===== config.mk =====
export PLATFORM = sky130hd
export DESIGN_NAME = tensor_div_top
export DESIGN_NICKNAME = d
export VERILOG_FILES = /design/src/tensor_div_pkg.sv /design/src/divider_arbiter.sv /design/src/seq_divider.sv /design/src/tensor_div_channel.sv /design/src/tensor_div_top.sv
export VERILOG_INCLUDE_DIRS = /design/src
export SDC_FILE = /design/constraint.sdc
export NUM_CORES = 1
export LEC_CHECK = 0
export ABC_AREA = 1
export BUFFER_PORTS_ARGS = -buffer_cell sky130_fd_sc_hd__buf_2
export CAP_MARGIN = 10
export CORE_ASPECT_RATIO = 0.75
export CORE_MARGIN = 1
export CORE_UTILIZATION = 53
export DETAILED_ROUTE_END_ITERATION = 16
export PLACE_DENSITY = 0.79
export RECOVER_POWER = 100
export SETUP_SLACK_MARGIN = 0.15
export SLEW_MARGIN = 20
export SYNTH_ARGS = -nofsm -noshare
export SYNTH_HDL_FRONTEND = slang
export SYNTH_SLANG_ARGS = --single-unit

===== constraint.sdc =====
create_clock -name CLK -period 3.4 [get_ports CLK]
set_input_delay 0.17 -clock CLK [delete_from_list [all_inputs] [get_ports CLK]]
set_output_delay 0.17 -clock CLK [all_outputs]
set_load 0.01 [all_outputs]

===== src/tensor_div_defines.svh =====
// Width, channel count and credit depth macros for the tensor divider

`ifndef TENSOR_DIV_DEFINES_SVH
`define TENSOR_DIV_DEFINES_SVH

// Operand, quotient and remainder width
`define TD_DATA_W 16

// Width of one tensor dimension size (I, J or K)
`define TD_DIM_W 4

// Channels sharing the one divider
`define TD_NUM_CH 2

// Operand buffer depth per channel, also the host's starting credit count
`define TD_IN_CREDITS 2

// Output credit counter width in a channel
`define TD_OUT_CREDIT_W 3

`endif


===== src/tensor_div_pkg.sv =====
// Packed struct types shared by the channels, the arbiter, the divider and the top

`include "tensor_div_defines.svh"

package tensor_div_pkg;

  // Channel tag width, one tag value per channel
  localparam int TAG_W = $clog2(`TD_NUM_CH);

  typedef logic [TAG_W-1:0] ch_tag_t;

  // Loop bounds, zero sizes are not allowed
  typedef struct packed {
    logic [`TD_DIM_W-1:0] i;
    logic [`TD_DIM_W-1:0] j;
    logic [`TD_DIM_W-1:0] k;
  } tensor_shape_t;

  // Dividend and divisor
  typedef struct packed {
    logic [`TD_DATA_W-1:0] a;
    logic [`TD_DATA_W-1:0] b;
  } operand_pair_t;

  // Request to the shared divider
  typedef struct packed {
    operand_pair_t ops;
    ch_tag_t       tag;
  } div_req_t;

  // Divider result, tag picks the channel it goes back to
  typedef struct packed {
    logic [`TD_DATA_W-1:0] quot;
    logic [`TD_DATA_W-1:0] rem;
    logic                  dbz;
    ch_tag_t               tag;
  } div_rsp_t;

  // One element as emitted by a channel
  typedef struct packed {
    logic [`TD_DATA_W-1:0] quot;
    logic [`TD_DATA_W-1:0] rem;
    logic                  dbz;
    logic                  last;
  } quot_elem_t;

endpackage


===== src/divider_arbiter.sv =====
// Round-robin arbiter granting the shared divider and routing results back by tag

`include "tensor_div_defines.svh"

module divider_arbiter
  import tensor_div_pkg::*;
(
  input  logic                  CLK,
  input  logic                  RST,
  // Channel side
  input  logic [`TD_NUM_CH-1:0] ch_req_valid,
  input  div_req_t              ch_req [`TD_NUM_CH],
  output logic [`TD_NUM_CH-1:0] ch_req_ready,
  output logic [`TD_NUM_CH-1:0] ch_rsp_valid,
  output div_rsp_t              ch_rsp,
  // Divider side
  output logic                  div_req_valid,
  output div_req_t              div_req,
  input  logic                  div_idle,
  input  logic                  div_rsp_valid,
  input  div_rsp_t              div_rsp
);

  localparam int N = `TD_NUM_CH;

  ch_tag_t        rr_ptr;
  ch_tag_t        gnt_idx;
  logic [N-1:0]   grant;

  ////////////////////////////////////////////////////////////////////////////
  // Grant
  ////////////////////////////////////////////////////////////////////////////

  // First requester at or after the pointer, only while the divider is idle
  always_comb begin
    int idx;
    grant   = '0;
    gnt_idx = '0;
    for (int off = 0; off < N; off++) begin
      idx = int'(rr_ptr) + off;
      if (idx >= N) begin
        idx = idx - N;
      end
      if ((grant == '0) && div_idle && ch_req_valid[idx]) begin
        grant[idx] = 1'b1;
        gnt_idx    = ch_tag_t'(idx);
      end
    end
  end

  assign ch_req_ready  = grant;
  assign div_req_valid = |grant;
  assign div_req       = ch_req[gnt_idx];

  // Pointer moves one past the winner
  always_ff @(posedge CLK or posedge RST) begin
    if (RST) begin
      rr_ptr <= '0;
    end else if (|grant) begin
      rr_ptr <= (int'(gnt_idx) == N - 1) ? '0 : ch_tag_t'(gnt_idx + 1'b1);
    end
  end

  ////////////////////////////////////////////////////////////////////////////
  // Response fan-out
  ////////////////////////////////////////////////////////////////////////////

  // Payload is broadcast, valid decoded from tag
  always_comb begin
    for (int c = 0; c < N; c++) begin
      ch_rsp_valid[c] = div_rsp_valid && (div_rsp.tag == ch_tag_t'(c));
    end
  end

  assign ch_rsp = div_rsp;

endmodule


===== src/seq_divider.sv =====
// Restoring radix-2 unsigned divider, one quotient bit per cycle, tag kept with the operation

`include "tensor_div_defines.svh"

module seq_divider
  import tensor_div_pkg::*;
(
  input  logic     CLK,
  input  logic     RST,
  input  logic     req_valid,
  input  div_req_t req,
  output logic     idle,
  output logic     rsp_valid,
  output div_rsp_t rsp
);

  localparam int W     = `TD_DATA_W;
  localparam int CNT_W = $clog2(W + 1);

  ////////////////////////////////////////////////////////////////////////////
  // Signals
  ////////////////////////////////////////////////////////////////////////////

  logic             busy;
  logic [CNT_W-1:0] step_cnt;
  // Dividend bits shift out at the top, quotient bits shift in at the bottom
  logic [W-1:0]     quot_q;
  logic [W-1:0]     rem_q;
  logic [W-1:0]     divisor_q;
  ch_tag_t          tag_q;
  // Partial remainder with the next dividend bit appended
  logic [W:0]       trial;
  logic [W:0]       diff;
  logic             accept;

  assign accept = req_valid && !busy;
  assign idle   = !busy;

  assign trial = {rem_q, quot_q[W-1]};
  // Top bit set means the trial subtraction borrowed
  assign diff  = trial - {1'b0, divisor_q};

  ////////////////////////////////////////////////////////////////////////////
  // Control
  ////////////////////////////////////////////////////////////////////////////

  // Accept edge, then W step edges, then one edge to raise rsp_valid
  always_ff @(posedge CLK or posedge RST) begin
    if (RST) begin
      busy      <= 1'b0;
      step_cnt  <= '0;
      rsp_valid <= 1'b0;
    end else begin
      rsp_valid <= 1'b0;
      if (accept) begin
        busy     <= 1'b1;
        step_cnt <= CNT_W'(W);
      end else if (busy) begin
        if (step_cnt != '0) begin
          step_cnt <= step_cnt - 1'b1;
        end else begin
          // All bits done
          busy      <= 1'b0;
          rsp_valid <= 1'b1;
        end
      end
    end
  end

  ////////////////////////////////////////////////////////////////////////////
  // Datapath
  ////////////////////////////////////////////////////////////////////////////

  always_ff @(posedge CLK) begin
    if (accept) begin
      quot_q    <= req.ops.a;
      rem_q     <= '0;
      divisor_q <= req.ops.b;
      tag_q     <= req.tag;
    end else if (busy && (step_cnt != '0)) begin
      if (!diff[W]) begin
        // Fits, keep the difference
        rem_q  <= diff[W-1:0];
        quot_q <= {quot_q[W-2:0], 1'b1};
      end else begin
        // Restore
        rem_q  <= trial[W-1:0];
        quot_q <= {quot_q[W-2:0], 1'b0};
      end
    end
  end

  // Zero divisor never borrows, so quotient ends all ones and remainder equals A
  assign rsp.quot = quot_q;
  assign rsp.rem  = rem_q;
  assign rsp.dbz  = (divisor_q == '0);
  assign rsp.tag  = tag_q;

endmodule


===== src/tensor_div_channel.sv =====
// Per-channel I x J x K loop controller with operand buffer and credit handling

`include "tensor_div_defines.svh"

module tensor_div_channel
  import tensor_div_pkg::*;
#(
  parameter int CH_ID = 0
) (
  input  logic          CLK,
  input  logic          RST,
  // Tensor control
  input  logic          start,
  input  tensor_shape_t shape,
  output logic          done,
  // Host operands
  input  logic          in_valid,
  input  operand_pair_t in_pair,
  output logic          in_credit,
  // Consumer results
  input  logic          out_credit,
  output logic          out_valid,
  output quot_elem_t    out_elem,
  // Shared divider via arbiter
  output logic          req_valid,
  output div_req_t      req,
  input  logic          req_ready,
  input  logic          rsp_valid,
  input  div_rsp_t      rsp
);

  localparam int DEPTH = `TD_IN_CREDITS;
  localparam int PTR_W = (DEPTH > 1) ? $clog2(DEPTH) : 1;
  localparam int CNT_W = $clog2(DEPTH + 1);

  typedef enum logic [1:0] {
    ST_IDLE,
    ST_ISSUE,
    ST_WAIT,
    ST_EMIT
  } state_t;

  ////////////////////////////////////////////////////////////////////////////
  // Signals
  ////////////////////////////////////////////////////////////////////////////

  state_t                     state;
  tensor_shape_t              shape_q;
  logic [`TD_DIM_W-1:0]       idx_i;
  logic [`TD_DIM_W-1:0]       idx_j;
  logic [`TD_DIM_W-1:0]       idx_k;
  logic                       i_end;
  logic                       j_end;
  logic                       k_end;
  // Operand buffer
  operand_pair_t              op_buf [DEPTH];
  logic [PTR_W-1:0]           wr_ptr;
  logic [PTR_W-1:0]           rd_ptr;
  logic [CNT_W-1:0]           buf_cnt;
  // Output credits from the consumer
  logic [`TD_OUT_CREDIT_W-1:0] out_cnt;
  quot_elem_t                 elem_q;
  logic                       issue_fire;
  logic                       emit_fire;

  assign i_end = (idx_i == shape_q.i - 1'b1);
  assign j_end = (idx_j == shape_q.j - 1'b1);
  assign k_end = (idx_k == shape_q.k - 1'b1);

  // Request straight from the buffer head, held stable until granted
  assign req_valid  = (state == ST_ISSUE) && (buf_cnt != '0);
  assign req.ops    = op_buf[rd_ptr];
  assign req.tag    = ch_tag_t'(CH_ID);
  assign issue_fire = req_valid && req_ready;
  assign emit_fire  = (state == ST_EMIT) && (out_cnt != '0);

  assign out_elem = elem_q;

  ////////////////////////////////////////////////////////////////////////////
  // Operand buffer and credits
  ////////////////////////////////////////////////////////////////////////////

  always_ff @(posedge CLK) begin
    if (in_valid) begin
      op_buf[wr_ptr] <= in_pair;
    end
  end

  always_ff @(posedge CLK or posedge RST) begin
    if (RST) begin
      wr_ptr    <= '0;
      rd_ptr    <= '0;
      buf_cnt   <= '0;
      in_credit <= 1'b0;
      out_cnt   <= '0;
    end else begin
      // Host never sends without credit, so no overflow check
      if (in_valid) begin
        wr_ptr <= (wr_ptr == PTR_W'(DEPTH - 1)) ? '0 : wr_ptr + 1'b1;
      end
      if (issue_fire) begin
        rd_ptr <= (rd_ptr == PTR_W'(DEPTH - 1)) ? '0 : rd_ptr + 1'b1;
      end
      buf_cnt   <= buf_cnt + CNT_W'(in_valid) - CNT_W'(issue_fire);
      // One credit back per popped pair
      in_credit <= issue_fire;
      out_cnt   <= out_cnt + `TD_OUT_CREDIT_W'(out_credit)
                   - `TD_OUT_CREDIT_W'(emit_fire);
    end
  end

  ////////////////////////////////////////////////////////////////////////////
  // Loop FSM
  ////////////////////////////////////////////////////////////////////////////

  always_ff @(posedge CLK or posedge RST) begin
    if (RST) begin
      state     <= ST_IDLE;
      shape_q   <= '0;
      idx_i     <= '0;
      idx_j     <= '0;
      idx_k     <= '0;
      out_valid <= 1'b0;
      done      <= 1'b0;
    end else begin
      out_valid <= 1'b0;
      done      <= 1'b0;
      case (state)
        ST_IDLE: begin
          // Start only taken here
          if (start) begin
            shape_q <= shape;
            idx_i   <= '0;
            idx_j   <= '0;
            idx_k   <= '0;
            state   <= ST_ISSUE;
          end
        end
        ST_ISSUE: begin
          if (issue_fire) begin
            state <= ST_WAIT;
          end
        end
        ST_WAIT: begin
          if (rsp_valid) begin
            state <= ST_EMIT;
          end
        end
        ST_EMIT: begin
          // Finished element held here until the consumer has room
          if (emit_fire) begin
            out_valid <= 1'b1;
            done      <= elem_q.last;
            // k fastest, then j, then i
            if (!k_end) begin
              idx_k <= idx_k + 1'b1;
            end else begin
              idx_k <= '0;
              if (!j_end) begin
                idx_j <= idx_j + 1'b1;
              end else begin
                idx_j <= '0;
                idx_i <= idx_i + 1'b1;
              end
            end
            state <= elem_q.last ? ST_IDLE : ST_ISSUE;
          end
        end
        default: begin
          state <= ST_IDLE;
        end
      endcase
    end
  end

  // Result capture, last from the indices of this element
  always_ff @(posedge CLK) begin
    if ((state == ST_WAIT) && rsp_valid) begin
      elem_q.quot <= rsp.quot;
      elem_q.rem  <= rsp.rem;
      elem_q.dbz  <= rsp.dbz;
      elem_q.last <= i_end && j_end && k_end;
    end
  end

endmodule


===== src/tensor_div_top.sv =====
// Top level joining the tensor channels, the arbiter and the shared divider

`include "tensor_div_defines.svh"

module tensor_div_top
  import tensor_div_pkg::*;
(
  input  logic                  CLK,
  input  logic                  RST,
  input  logic [`TD_NUM_CH-1:0] start,
  input  tensor_shape_t         shape [`TD_NUM_CH],
  output logic [`TD_NUM_CH-1:0] done,
  input  logic [`TD_NUM_CH-1:0] in_valid,
  input  operand_pair_t         in_pair [`TD_NUM_CH],
  output logic [`TD_NUM_CH-1:0] in_credit,
  input  logic [`TD_NUM_CH-1:0] out_credit,
  output logic [`TD_NUM_CH-1:0] out_valid,
  output quot_elem_t            out_elem [`TD_NUM_CH]
);

  ////////////////////////////////////////////////////////////////////////////
  // Interconnect
  ////////////////////////////////////////////////////////////////////////////

  logic [`TD_NUM_CH-1:0] ch_req_valid;
  div_req_t              ch_req [`TD_NUM_CH];
  logic [`TD_NUM_CH-1:0] ch_req_ready;
  logic [`TD_NUM_CH-1:0] ch_rsp_valid;
  div_rsp_t              ch_rsp;
  logic                  div_req_valid;
  div_req_t              div_req;
  logic                  div_idle;
  logic                  div_rsp_valid;
  div_rsp_t              div_rsp;

  // One channel per tensor stream, tag equals index
  for (genvar c = 0; c < `TD_NUM_CH; c++) begin : g_ch
    tensor_div_channel #(
      .CH_ID(c)
    ) u_channel (
      .CLK        (CLK),
      .RST        (RST),
      .start      (start[c]),
      .shape      (shape[c]),
      .done       (done[c]),
      .in_valid   (in_valid[c]),
      .in_pair    (in_pair[c]),
      .in_credit  (in_credit[c]),
      .out_credit (out_credit[c]),
      .out_valid  (out_valid[c]),
      .out_elem   (out_elem[c]),
      .req_valid  (ch_req_valid[c]),
      .req        (ch_req[c]),
      .req_ready  (ch_req_ready[c]),
      .rsp_valid  (ch_rsp_valid[c]),
      .rsp        (ch_rsp)
    );
  end

  divider_arbiter u_arbiter (
    .CLK           (CLK),
    .RST           (RST),
    .ch_req_valid  (ch_req_valid),
    .ch_req        (ch_req),
    .ch_req_ready  (ch_req_ready),
    .ch_rsp_valid  (ch_rsp_valid),
    .ch_rsp        (ch_rsp),
    .div_req_valid (div_req_valid),
    .div_req       (div_req),
    .div_idle      (div_idle),
    .div_rsp_valid (div_rsp_valid),
    .div_rsp       (div_rsp)
  );

  // The single shared divider
  seq_divider u_divider (
    .CLK       (CLK),
    .RST       (RST),
    .req_valid (div_req_valid),
    .req       (div_req),
    .idle      (div_idle),
    .rsp_valid (div_rsp_valid),
    .rsp       (div_rsp)
  );

endmodule

---- Word-level counts from Yosys, hierarchy flattened ----
Memory sizes are Yosys's and may differ from the RTL's.
Index checks and enable logic that the tools add are counted.
word-level totals
  flip-flop bits (word level) ............. 197
  bits in latches ......................... 0
  memory bits (writable) .................. 128
  bits in read-only memories .............. 0
  word-level logic and storage cells ...... 243
  memories kept ........................... 2
operators by class
  add/sub/neg operators ................... 30
  $mul .................................... 0
  divide/modulo/power cells ............... 0
  order comparisons ....................... 7
  eq/ne operators ......................... 24
  shift operators ......................... 0
  multiplexer cells ....................... 85
  bitwise operators ....................... 3
  reduce and logical (&&, ||, !) cells .... 48
memories
  memory                    depth  width  read ports  clocked after Yosys merged registers in  wr ports  RTL line                  RTL
  g_ch[0].u_channel.op_buf  2      32     1           0                                        1         tensor_div_channel.sv:56  operand_pair_t op_buf [DEPTH];
  g_ch[1].u_channel.op_buf  2      32     1           0                                        1         tensor_div_channel.sv:56
operators by type and width
  operator                                                                               count
  33-bit two-way mux                                                                     3
  4-bit two-way mux                                                                      18
  32-bit by 1-bit greater-or-equal comparator with 1-bit output (second input constant)  2
  32-bit by 3-bit < comparator with 1-bit output (second input constant)                 2
  32-bit two-way mux                                                                     2
  16-bit two-way mux                                                                     3
  4-bit one-hot mux with 2 select lines                                                  6
  1-bit two-way mux                                                                      36
  32-bit by 3-bit greater-or-equal comparator with 1-bit output (second input constant)  1
  32-bit by 3-bit subtractor with 32-bit output (second input constant)                  1
  4-bit by 1-bit adder with 4-bit output (second input constant)                         6
  4-bit equality test                                                                    6
  4-bit by 1-bit subtractor with 4-bit output (second input constant)                    6
  1-bit logical AND                                                                      21
  2-bit two-way mux                                                                      10
  2-bit by 1-bit != test with 1-bit output (second input constant)                       10
  17-bit by 16-bit subtractor with 17-bit output                                         1
  16-bit zero test                                                                       1
  2-bit one-hot mux with 4 select lines                                                  2
  4-bit AND reduction                                                                    4
  5-bit two-way mux                                                                      3
  2-bit nonzero test                                                                     7
  5-bit AND reduction                                                                    2
  2-bit equality test (second input constant)                                            4
  other kinds (23)                                                                       40

---- Longest topological paths before layout ----
Gate-level depths: netlist (run 1).
  word-level depth ........................ 16
  depth in mapped cells ................... 16

---- Hierarchy ----
Synthesis (run 1) repeated with hierarchy kept, for this count alone.
unflattened totals
  cells, all modules ...................... 1410
  area, all modules ....................... 15383.5 sq um
by module, submodules not included
  module                                  instances  cells an instance  area an instance (sq um)
  tensor_div_channel (g_ch[1].u_channel)  1          389                5475.3
  tensor_div_channel (g_ch[0].u_channel)  1          385                5446.5
  seq_divider                             1          477                3607.2
  divider_arbiter                         1          159                854.6

---- Worst setup path before layout (run 1) ----
No wires, ideal clock.
  path type ............................... register to register
  from .................................... register g_ch[1].u_channel.state[0]
  to ...................................... register g_ch[1].u_channel.elem_q, in the netlist g_ch[1].u_channel.out_elem[0], enable pin
  arrival ................................. 3021 ps
  slack ................................... -88 ps
  cell stages (with the launch flop) ...... 5
  buffers on the path ..................... 0
  clock period less this slack ............ 3488 ps
  cells stage by stage .................... dfrtp_1 inv_1 ha_1 inv_1 nor3_1
between the ends
  longest elaborated chain between the ends .. 2
ends and longest elaborated chain
  item                    RTL line                   RTL
  start, declared         tensor_div_channel.sv:47   state_t state;
  start signal, assigned  tensor_div_channel.sv:166  state <= elem_q.last ? ST_IDLE : ST_ISSUE;
  2-bit equality test     tensor_div_channel.sv:178  if ((state == ST_WAIT) && rsp_valid) begin
  1-bit logical AND       tensor_div_channel.sv:178
  end, declared           tensor_div_channel.sv:62   quot_elem_t elem_q;
Every way passes these cells.
A chain may end at the register's enable or synchronous reset.

---- Worst setup path in the final report (run 1) ----
  from .................................... register g_ch[0].u_channel.state[1]
  to ...................................... register u_divider.quot_q[14], data pin
between the ends
  longest elaborated chain between the ends .. 16
ends and longest elaborated chain
  item                                                    RTL line                   RTL
  start, declared                                         tensor_div_channel.sv:47
  start signal, assigned                                  tensor_div_channel.sv:166
  2-bit by 1-bit equality test with 1-bit output *        tensor_div_channel.sv:71   assign req_valid = (state == ST_ISSUE) && (buf_cnt != '0);
  1-bit logical AND *                                     tensor_div_channel.sv:71
  1-bit two-way mux (implied by the code) (3 in a row)    divider_arbiter.sv:44      if ((grant == '0) && div_idle && ch_req_valid[idx]) begin
  1-bit logical AND                                       divider_arbiter.sv:44
  2-bit two-way mux                                       divider_arbiter.sv:44
  2-bit zero test                                         divider_arbiter.sv:44
  1-bit logical AND (2 in a row)                          divider_arbiter.sv:44
  1-bit two-way mux                                       divider_arbiter.sv:44
  1-bit inverter with 2-bit output (implied by the code)  divider_arbiter.sv:53      assign div_req = ch_req[gnt_idx];
  33-bit two-way mux (implied by the code) (3 in a row)   divider_arbiter.sv:53
  16-bit two-way mux *                                    seq_divider.sv:75          if (accept) begin
  end signal, assigned                                    seq_divider.sv:76          quot_q <= req.ops.a;
  end signal, assigned                                    seq_divider.sv:84          quot_q <= {quot_q[W-2:0], 1'b1};
  end signal, assigned                                    seq_divider.sv:88          quot_q <= {quot_q[W-2:0], 1'b0};
  end, declared                                           seq_divider.sv:27          logic [W-1:0] quot_q;
Mark *: on every way between the ends. The rest lies on a longest branch, timed or not. The select of a mux whose other input is x is not followed.

==> results.yml, run 1 <==
yosys:
  yosysTopAreaCellShare_pct: 47.11
  synthArstFlopShare_pct: 24.62
  synth_edf_count: 229
  synthTopCellsByArea: "edfxtp_1 (47%), dfrtp_1 (14%), nand2_1 (5.8%)"
  synthTopCellsByCount: "edfxtp_1 (229), nand2_1 (225), inv_1 (160), dfrtp_1 (80), nor2_1 (78)"
  syn-num-nets: 1411
  syn_area_um2: 14600
  ys_seq_area_share_pct: 63.02
  yosysWarningCount: 0
  synth_ff_type: "edfxtp_1"
  synth-seq-cells: 325
  yosysTopAreaCell: "edfxtp_1"
  avgSynthCellArea_um2: 11.55
  yosysUniqueCellTypes: 48
  yosysMostFrequentCell: "edfxtp_1"
  syn_inst: 1264
sta:
  worstMarginPinSlew_ns: 2.178
  setup_violations: 0
  period_minus_slack_ns: 2.684
  slew_headroom_pct: -45.36
  fin_tns_setup_ns: 0
  layout_setup_ws_ns: 0.7164
  drv_slew: 190
  whs_ns: 0.1089
  finalClockSkew_ns: 0.01168
  rsz0062_at_grt: "no"
  hold_viol_final: 0
  post-route-period-util_pct: 78.93
  fmax_mhz: 372.6
cells_and_area:
  area_growth_pct: 20.44
  diodes: 0
  nets: 1681
  fill_cells: 2028
  multi_input_area_um2: 4494
  seq_area_um2: 9199
  drive_gt1_share_pct: 12.12
  final_util_pct: 65.11
floorplan:
  core_um2: 27000
  die_width_um: 193.6
  floorplan.initialDensity_pct: 54.06
  die_h_um: 145.7
  num_rows: 52
  dieArea_um2: 28220
  num_io_pins: 170
worst_setup_path:
  cp_max_fo: 51
  cp.arrival_ns: 3.07
  cp-start-kind: "flip-flop"
  crit_required_ns: 3.79
  critPathCaptureType: "flip-flop"
  crit_type: "reg2reg"
clocking:
  cts_buffers: 31
  clk_pin_slew_ns: 0.06
  htree_levels: 1
  cts_tree: "built"
  cts.path.max_buffers: 3
  cts_resized: 0
  cts_sinks: 325
  cts.root.buffer_cell: "clkbuf_16"
  clk-insertion-delay-late_ns: 0.59
placed_design:
  portBuffers: 169
  dp_hpwl_um: 21830
  pre_cts_ws_ns: 1.077
  place.gp.congestion: 0.9439
routing:
  dr.pass1.iters: 5
  vias: 9923
  via_per_inst: 5.195
  wl_per_cell_um: 16.90
  totalWireLength_um: 32280
  drcViolationCount: 0
  drtIter0Drc: 737
  antenna_left: 0
grt:
  grt_max_degree: 58
  grt_first_pass_wirelength_um: 51170
  antenna_found_initial: 0
  grt_use_total_pct: 23.00
  grt_pass1_vias: 9690
  overflow: 0
pwr:
  p_per_area_nw_per_um2: 530.9
  power_w: 0.009333
  peakVddDrop_mv: 0.4641
  p_leak_nw: 7.242
run_status:
  status: "complete, but fails checks"
  violations: "max-capacitance violations, max-slew violations"
worst_hold_path:
  hp-class: "in2reg"
flow_run:
  drv_cap: 5
[final timing paths]
| kind | from | to | slack, ns | cells after the start |
|---|---|---|---|---|
| worst min-delay path | start[0] | g_ch[0].u_channel.idx_k[1] | 0.11 | 6 |
| worst min register to register | u_divider.quot_q[15] | g_ch[0].u_channel.out_elem[33] | 0.49 | 0 |
| worst max register to register | g_ch[0].u_channel.state[1] | u_divider.quot_q[14] | 0.72 | 9 |
| worst max-delay path | g_ch[0].u_channel.state[1] | u_divider.quot_q[14] | 0.72 | 9 |
| max in group asynchronous | RST | g_ch[0].u_channel.idx_i[3] | 0.94 | 4 |
| min in group asynchronous | RST | g_ch[1].u_channel.shape_q[1] | 0.87 | 3 |
[timing repair]
item / CTS / global route
endpoints found under the hold margin: 215 / 0
setup buffers: 0 / 0
hold buffers: 93 / 0
setup endpoints to repair: 0 / 0
[cells by family (layout without fill, tap and decap cells)]
group / Yosys count / in the layout / synth area share [%]
XOR/XNOR: 60 / 60 / 3.600
AO/OA/AOI/OAI: 124 / 124 / 5.152
buffers and inverters: 203 / 498 / 5.872
flip-flops: 325 / 325 / 63.02
multiplexers: 41 / 41 / 3.026
AND/OR/NAND/NOR: 460 / 460 / 14.80
adder cells (fa/ha/maj): 51 / 51 / 4.526
[cell type report]
type                    count  area share [%]
well taps                 351           2.498
flip-flops and latches    325           52.33
inverters                 166           3.544
clock buffers              33           4.456
repair buffers            274           9.580
clock inverters            25           2.028
multi-input cells         736           25.57
[per-layer routing]
metal | vias up | GRT usage [%] | share of wire [%]
met4 | 0 | 5.720 | 2.0
met3 | 52 | 4.218 | 8.0
met2 | 358 | 34.89 | 44
li1 | 4802 | - | -
met5 | - | 0 | 0
met1 | 4711 | 34.38 | 46
[flip-flops by register name, summed over array words and instances (netlist names), 2 cells and up]
name and flops:
g_ch.u_channel.buf_cnt 4, g_ch.u_channel.done 2, g_ch.u_channel.idx_i 8, g_ch.u_channel.idx_j 8, g_ch.u_channel.idx_k 8, g_ch.u_channel.in_credit 2
g_ch.u_channel.op_buf 128, g_ch.u_channel.out_cnt 6, g_ch.u_channel.out_elem 68, g_ch.u_channel.out_valid 2, g_ch.u_channel.rd_ptr 2, g_ch.u_channel.shape_q 24
g_ch.u_channel.state 4, g_ch.u_channel.wr_ptr 2, u_divider.divisor_q 16, u_divider.quot_q 16, u_divider.rem_q 16, u_divider.step_cnt 5
[power breakdown]
| part | total, W | internal [W] | switching [W] |
|---|---|---|---|
| Sequential | 0.00482 | 0.00468 | 0.000135 |
| Clock | 0.00381 | 0.00229 | 0.00152 |
| Combinational | 0.000705 | 0.000284 | 0.000421 |
| Total | 0.00933 | 0.00726 | 0.00208 |
[through the flow]
step / area, µm² / instances
3_3_place_gp: 15750 / 1759
4_1_cts: 17820 / 1910
3_5_place_dp: 15750 / 1759
6_report: 17580 / 1910
2_1_floorplan: 14600 / 1264
5_1_grt: 17580 / 1910
[critical path: stages (launching register included)]
cell	delay, ns
dfrtp_1	0.41
inv_1	0.14
ha_1	0.17
inv_1	0.05
nor2_1	0.17
nand2_1	0.09
nand2_1	0.16
clkbuf_2	0.88
nor2_1	0.14
a31oi_1	0.25
[placed cells by master (no fill, tap or decap), types with 15 or more instances in the layout]
cell | Yosys | layout
a21oi_1 | 31 | 33
a31oi_1 | 15 | 15
buf_2 | 12 | 41
clkbuf_1 | 10 | 132
clkbuf_16 | 0 | 31
dfrtp_1 | 80 | 80
dfxtp_1 | 16 | 16
dlygate4sd3_1 | 0 | 93
edfxtp_1 | 229 | 229
ha_1 | 48 | 48
inv_1 | 160 | 163
mux2_2 | 25 | 25
mux2i_1 | 16 | 16
nand2_1 | 225 | 238
nand3_1 | 51 | 52
nand4_1 | 19 | 19
nor2_1 | 78 | 77
o211ai_1 | 31 | 31
o21ai_0 | 29 | 38
or2_2 | 18 | 18
xnor2_1 | 38 | 38
xor2_1 | 22 | 22
(Power assumes the default switching activity.)
==> inputs of run 2 (changes only) <==
--- a/config.mk
+++ b/config.mk
@@ -6,14 +6,14 @@
 export SDC_FILE = /design/constraint.sdc
 export NUM_CORES = 1
 export LEC_CHECK = 0
-export ABC_AREA = 1
+export ABC_AREA = 0
 export BUFFER_PORTS_ARGS = -buffer_cell sky130_fd_sc_hd__buf_2
 export CAP_MARGIN = 10
 export CORE_ASPECT_RATIO = 0.75
 export CORE_MARGIN = 1
-export CORE_UTILIZATION = 53
+export CORE_UTILIZATION = 58
 export DETAILED_ROUTE_END_ITERATION = 16
-export PLACE_DENSITY = 0.79
+export PLACE_DENSITY = 0.83
 export RECOVER_POWER = 100
 export SETUP_SLACK_MARGIN = 0.15
 export SLEW_MARGIN = 20
==> constraint.sdc (replaced) <==
create_clock -name CLK -period 2.7 [get_ports CLK]
set_input_delay 0.135 -clock CLK [delete_from_list [all_inputs] [get_ports CLK]]
set_output_delay 0.135 -clock CLK [all_outputs]
set_load 0.01 [all_outputs]
==> run 2 against run 1 <==
Net effect: the run ends with max-capacitance violations, max-slew violations, negative setup slack left; count of clock-buffer cells in the layout rose by 4; final cell count decreased by 13%; wire length shrank 4.1%; flip-flop and latch count is the same; synthesized area decreased by 4.3%; setup slack got worse by 1.0 ns; critical path type unchanged; critical endpoint is now u_divider.quot_q[0]; largest cell class unchanged.
==> results.yml, run 2 <==
cells_and_area:
  area_growth_pct: 24.18
  fin_cells: 1664
  largest_reg_flops: 128
  top_register: "g_ch.u_channel.op_buf"
  drive_gt1_share_pct: 20.60
  final_cell_mix: "edfxtp_1 (229), buf_2 (116), nand2_1 (98), dlygate4sd3_1 (93), dfrtp_1 (79)"
  diodes: 0
  nets: 1488
  layout_commonest_cell: "edfxtp_1"
clocking:
  cts.root.buffer_cell: "clkbuf_16"
  cts_tree: "built"
  cts.path.max_buffers: 3
  cts_sinks: 325
  clk-insertion-delay-late_ns: 0.58
  htree_levels: 1
  cts_buffers: 30
  clk_pin_slew_ns: 0.06
floorplan:
  core_um2: 23300
  floorplan.initialDensity_pct: 59.92
  die_width_um: 181.2
  num_rows: 48
  num_io_pins: 170
  dieArea_um2: 24710
  die_h_um: 136.4
routing:
  antenna_left: 0
  wl_per_cell_um: 18.60
  totalWireLength_um: 30950
  vias: 9333
  drtIter0Drc: 851
  dr.pass1.iters: 6
  via_per_inst: 5.609
  drcViolationCount: 0
yosys:
  ys_seq_area_share_pct: 65.88
  synth-seq-cells: 325
  syn_inst: 1035
  yosysTopAreaCell: "edfxtp_1"
  synth_ff_type: "edfxtp_1"
  yosysTopAreaCellShare_pct: 49.25
  synth_edf_count: 229
  synthTopCellsByArea: "edfxtp_1 (49%), dfrtp_1 (14%), ha_1 (4.3%)"
  avgSynthCellArea_um2: 13.49
  yosysUniqueCellTypes: 60
  synthTopCellsByCount: "edfxtp_1 (229), nand2_1 (99), dfrtp_1 (80), o21ai_0 (67), inv_1 (63)"
  yosysWarningCount: 0
  synthArstFlopShare_pct: 24.62
  syn-num-nets: 1182
  syn_area_um2: 13960
  yosysMostFrequentCell: "edfxtp_1"
pwr:
  p_leak_nw: 7.015
  p_switching_w: 0.006933
  combPwrFrac_pct: 37.6
  p_per_area_nw_per_um2: 1127
  p_int_w: 0.01261
  seqPwrFrac_pct: 40.6
  peakVddDrop_mv: 0.7980
  p_clk_share_pct: 21.8
  swShare_pct: 35.48
  power_w: 0.01954
worst_setup_path:
  cp.arrival_ns: 3.30
  reg2reg_depth: 11
  cp_max_fo: 7
  crit_required_ns: 3.02
  cp-start-kind: "flip-flop"
  critPathCaptureType: "flip-flop"
  crit_type: "reg2reg"
sta:
  period_minus_slack_ns: 2.980
  setup_violations: 17
  finalClockSkew_ns: 0.02735
  post-route-period-util_pct: 110.4
  slew_headroom_pct: -9.952
  rsz0062_at_grt: "yes"
  worstMarginPinSlew_ns: 1.640
  fmax_mhz: 335.6
  layout_setup_ws_ns: -0.2797
  hold_viol_final: 0
  drv_slew: 38
placed_design:
  place.gp.congestion: 0.9526
  portBuffers: 169
  dp.cells: 1507
  dp_hpwl_um: 19570
grt:
  antenna_found_initial: 0
  grt_use_total_pct: 25.01
  overflow: 0
  grt_max_degree: 66
  grt_pass1_vias: 8798
  grt_first_pass_wirelength_um: 47690
run_status:
  violations: "max-capacitance violations, max-slew violations, negative setup slack"
  status: "complete, but fails checks"
worst_hold_path:
  hold_depth: 4
  hp-class: "in2reg"
flow_run:
  drv_cap: 1
-- run 2: power by group through the flow --
| stage | Clock, W | Combinational, W | Sequential, W |
|---|---|---|---|
| after floorplan | 0 | 0.00515 | 0.00764 |
| after global placement | 0 | 0.00655 | 0.00794 |
| after detailed placement | 0 | 0.00684 | 0.00801 |
| after CTS | 0.00429 | 0.00723 | 0.00792 |
| after global routing | 0.00449 | 0.00810 | 0.00809 |
| final | 0.00425 | 0.00735 | 0.00794 |
-- run 2: logic make-up after synthesis --
logic type      share of synthesized area [%]
fa+ha+maj                               4.731
flops                                   65.88
xor+xnor                                3.763
simple gates                            8.127
mux                                     5.520
compound gates                          8.907
buf+inv                                 3.073
-- run 2: final cells by class --
cell class / instances / area, µm²
Inverter: 63 / 237.7
Clock buffer: 37 / 797.0
Clock inverter: 18 / 197.7
Timing Repair Buffer: 313 / 2135
Sequential cell: 325 / 9200
Tap cell: 300 / 375.4
Fill cell: 1533 / 5963
Multi-Input combinational cell: 608 / 4397
-- run 2: path summary, 6_finish.rpt --
check	startpoint	endpoint	slack [ns]
worst max-delay path	u_divider.quot_q[15]	u_divider.quot_q[0]	-0.28
worst min-delay path	start[1]	g_ch[1].u_channel.idx_k[0]	0.05
worst max register to register	u_divider.quot_q[15]	u_divider.quot_q[0]	-0.28
worst min register to register	g_ch[0].u_channel.buf_cnt[1]	g_ch[0].u_channel.buf_cnt[1]	0.48
max in group asynchronous	RST	g_ch[1].u_channel.rd_ptr	0.40
min in group asynchronous	RST	u_divider.step_cnt[1]	0.51
-- run 2: critical path: stages (launching register included) --
cell and delay (ns):
edfxtp_1 0.40, inv_2 0.10, ha_4 0.13, inv_2 0.03, fa_2 0.33, a211o_1 0.29, a211oi_2 0.25, o31ai_2 0.11
o311a_1 0.33, or3_4 0.36, and2_4 0.20, a21o_1 0.18
-- run 2: what timing repair did --
item	CTS	global route
setup endpoints to repair	17	26
gates cloned	1	1
pin swaps	2	1
resized for setup	9	8
endpoints found under the hold margin	194	0
setup buffers	6	1
hold buffers	93	0
-- run 2: routing by layer --
metal | global-route usage (%) | vias up | routed length [µm]
met2 | 40.15 | 399 | 14350
li1 | - | 4376 | -
met5 | 0 | - | 0
met3 | 3.590 | 46 | 2444
met1 | 36.83 | 4512 | 13680
met4 | 4.708 | 0 | 473
-- run 2: stage by stage --
step / cell area [µm²] / setup slack, ns / setup TNS, ns / hold slack [ns] / util (%)
global placement: 15390 / -0.2209 / -2.113 / 0.2458 / 66.03
global route: 17340 / -0.3478 / -5.124 / 0.08221 / 74.41
finish: 17340 / -0.2797 / -3.713 / 0.05347 / 74.41
floorplan: 13990 / -0.3547 / -4.872 / 0.2221 / -
detailed placement: 15390 / -0.3083 / -3.639 / 0.2491 / 66.03
CTS: 17400 / -0.2959 / -4.094 / 0.02509 / 74.65
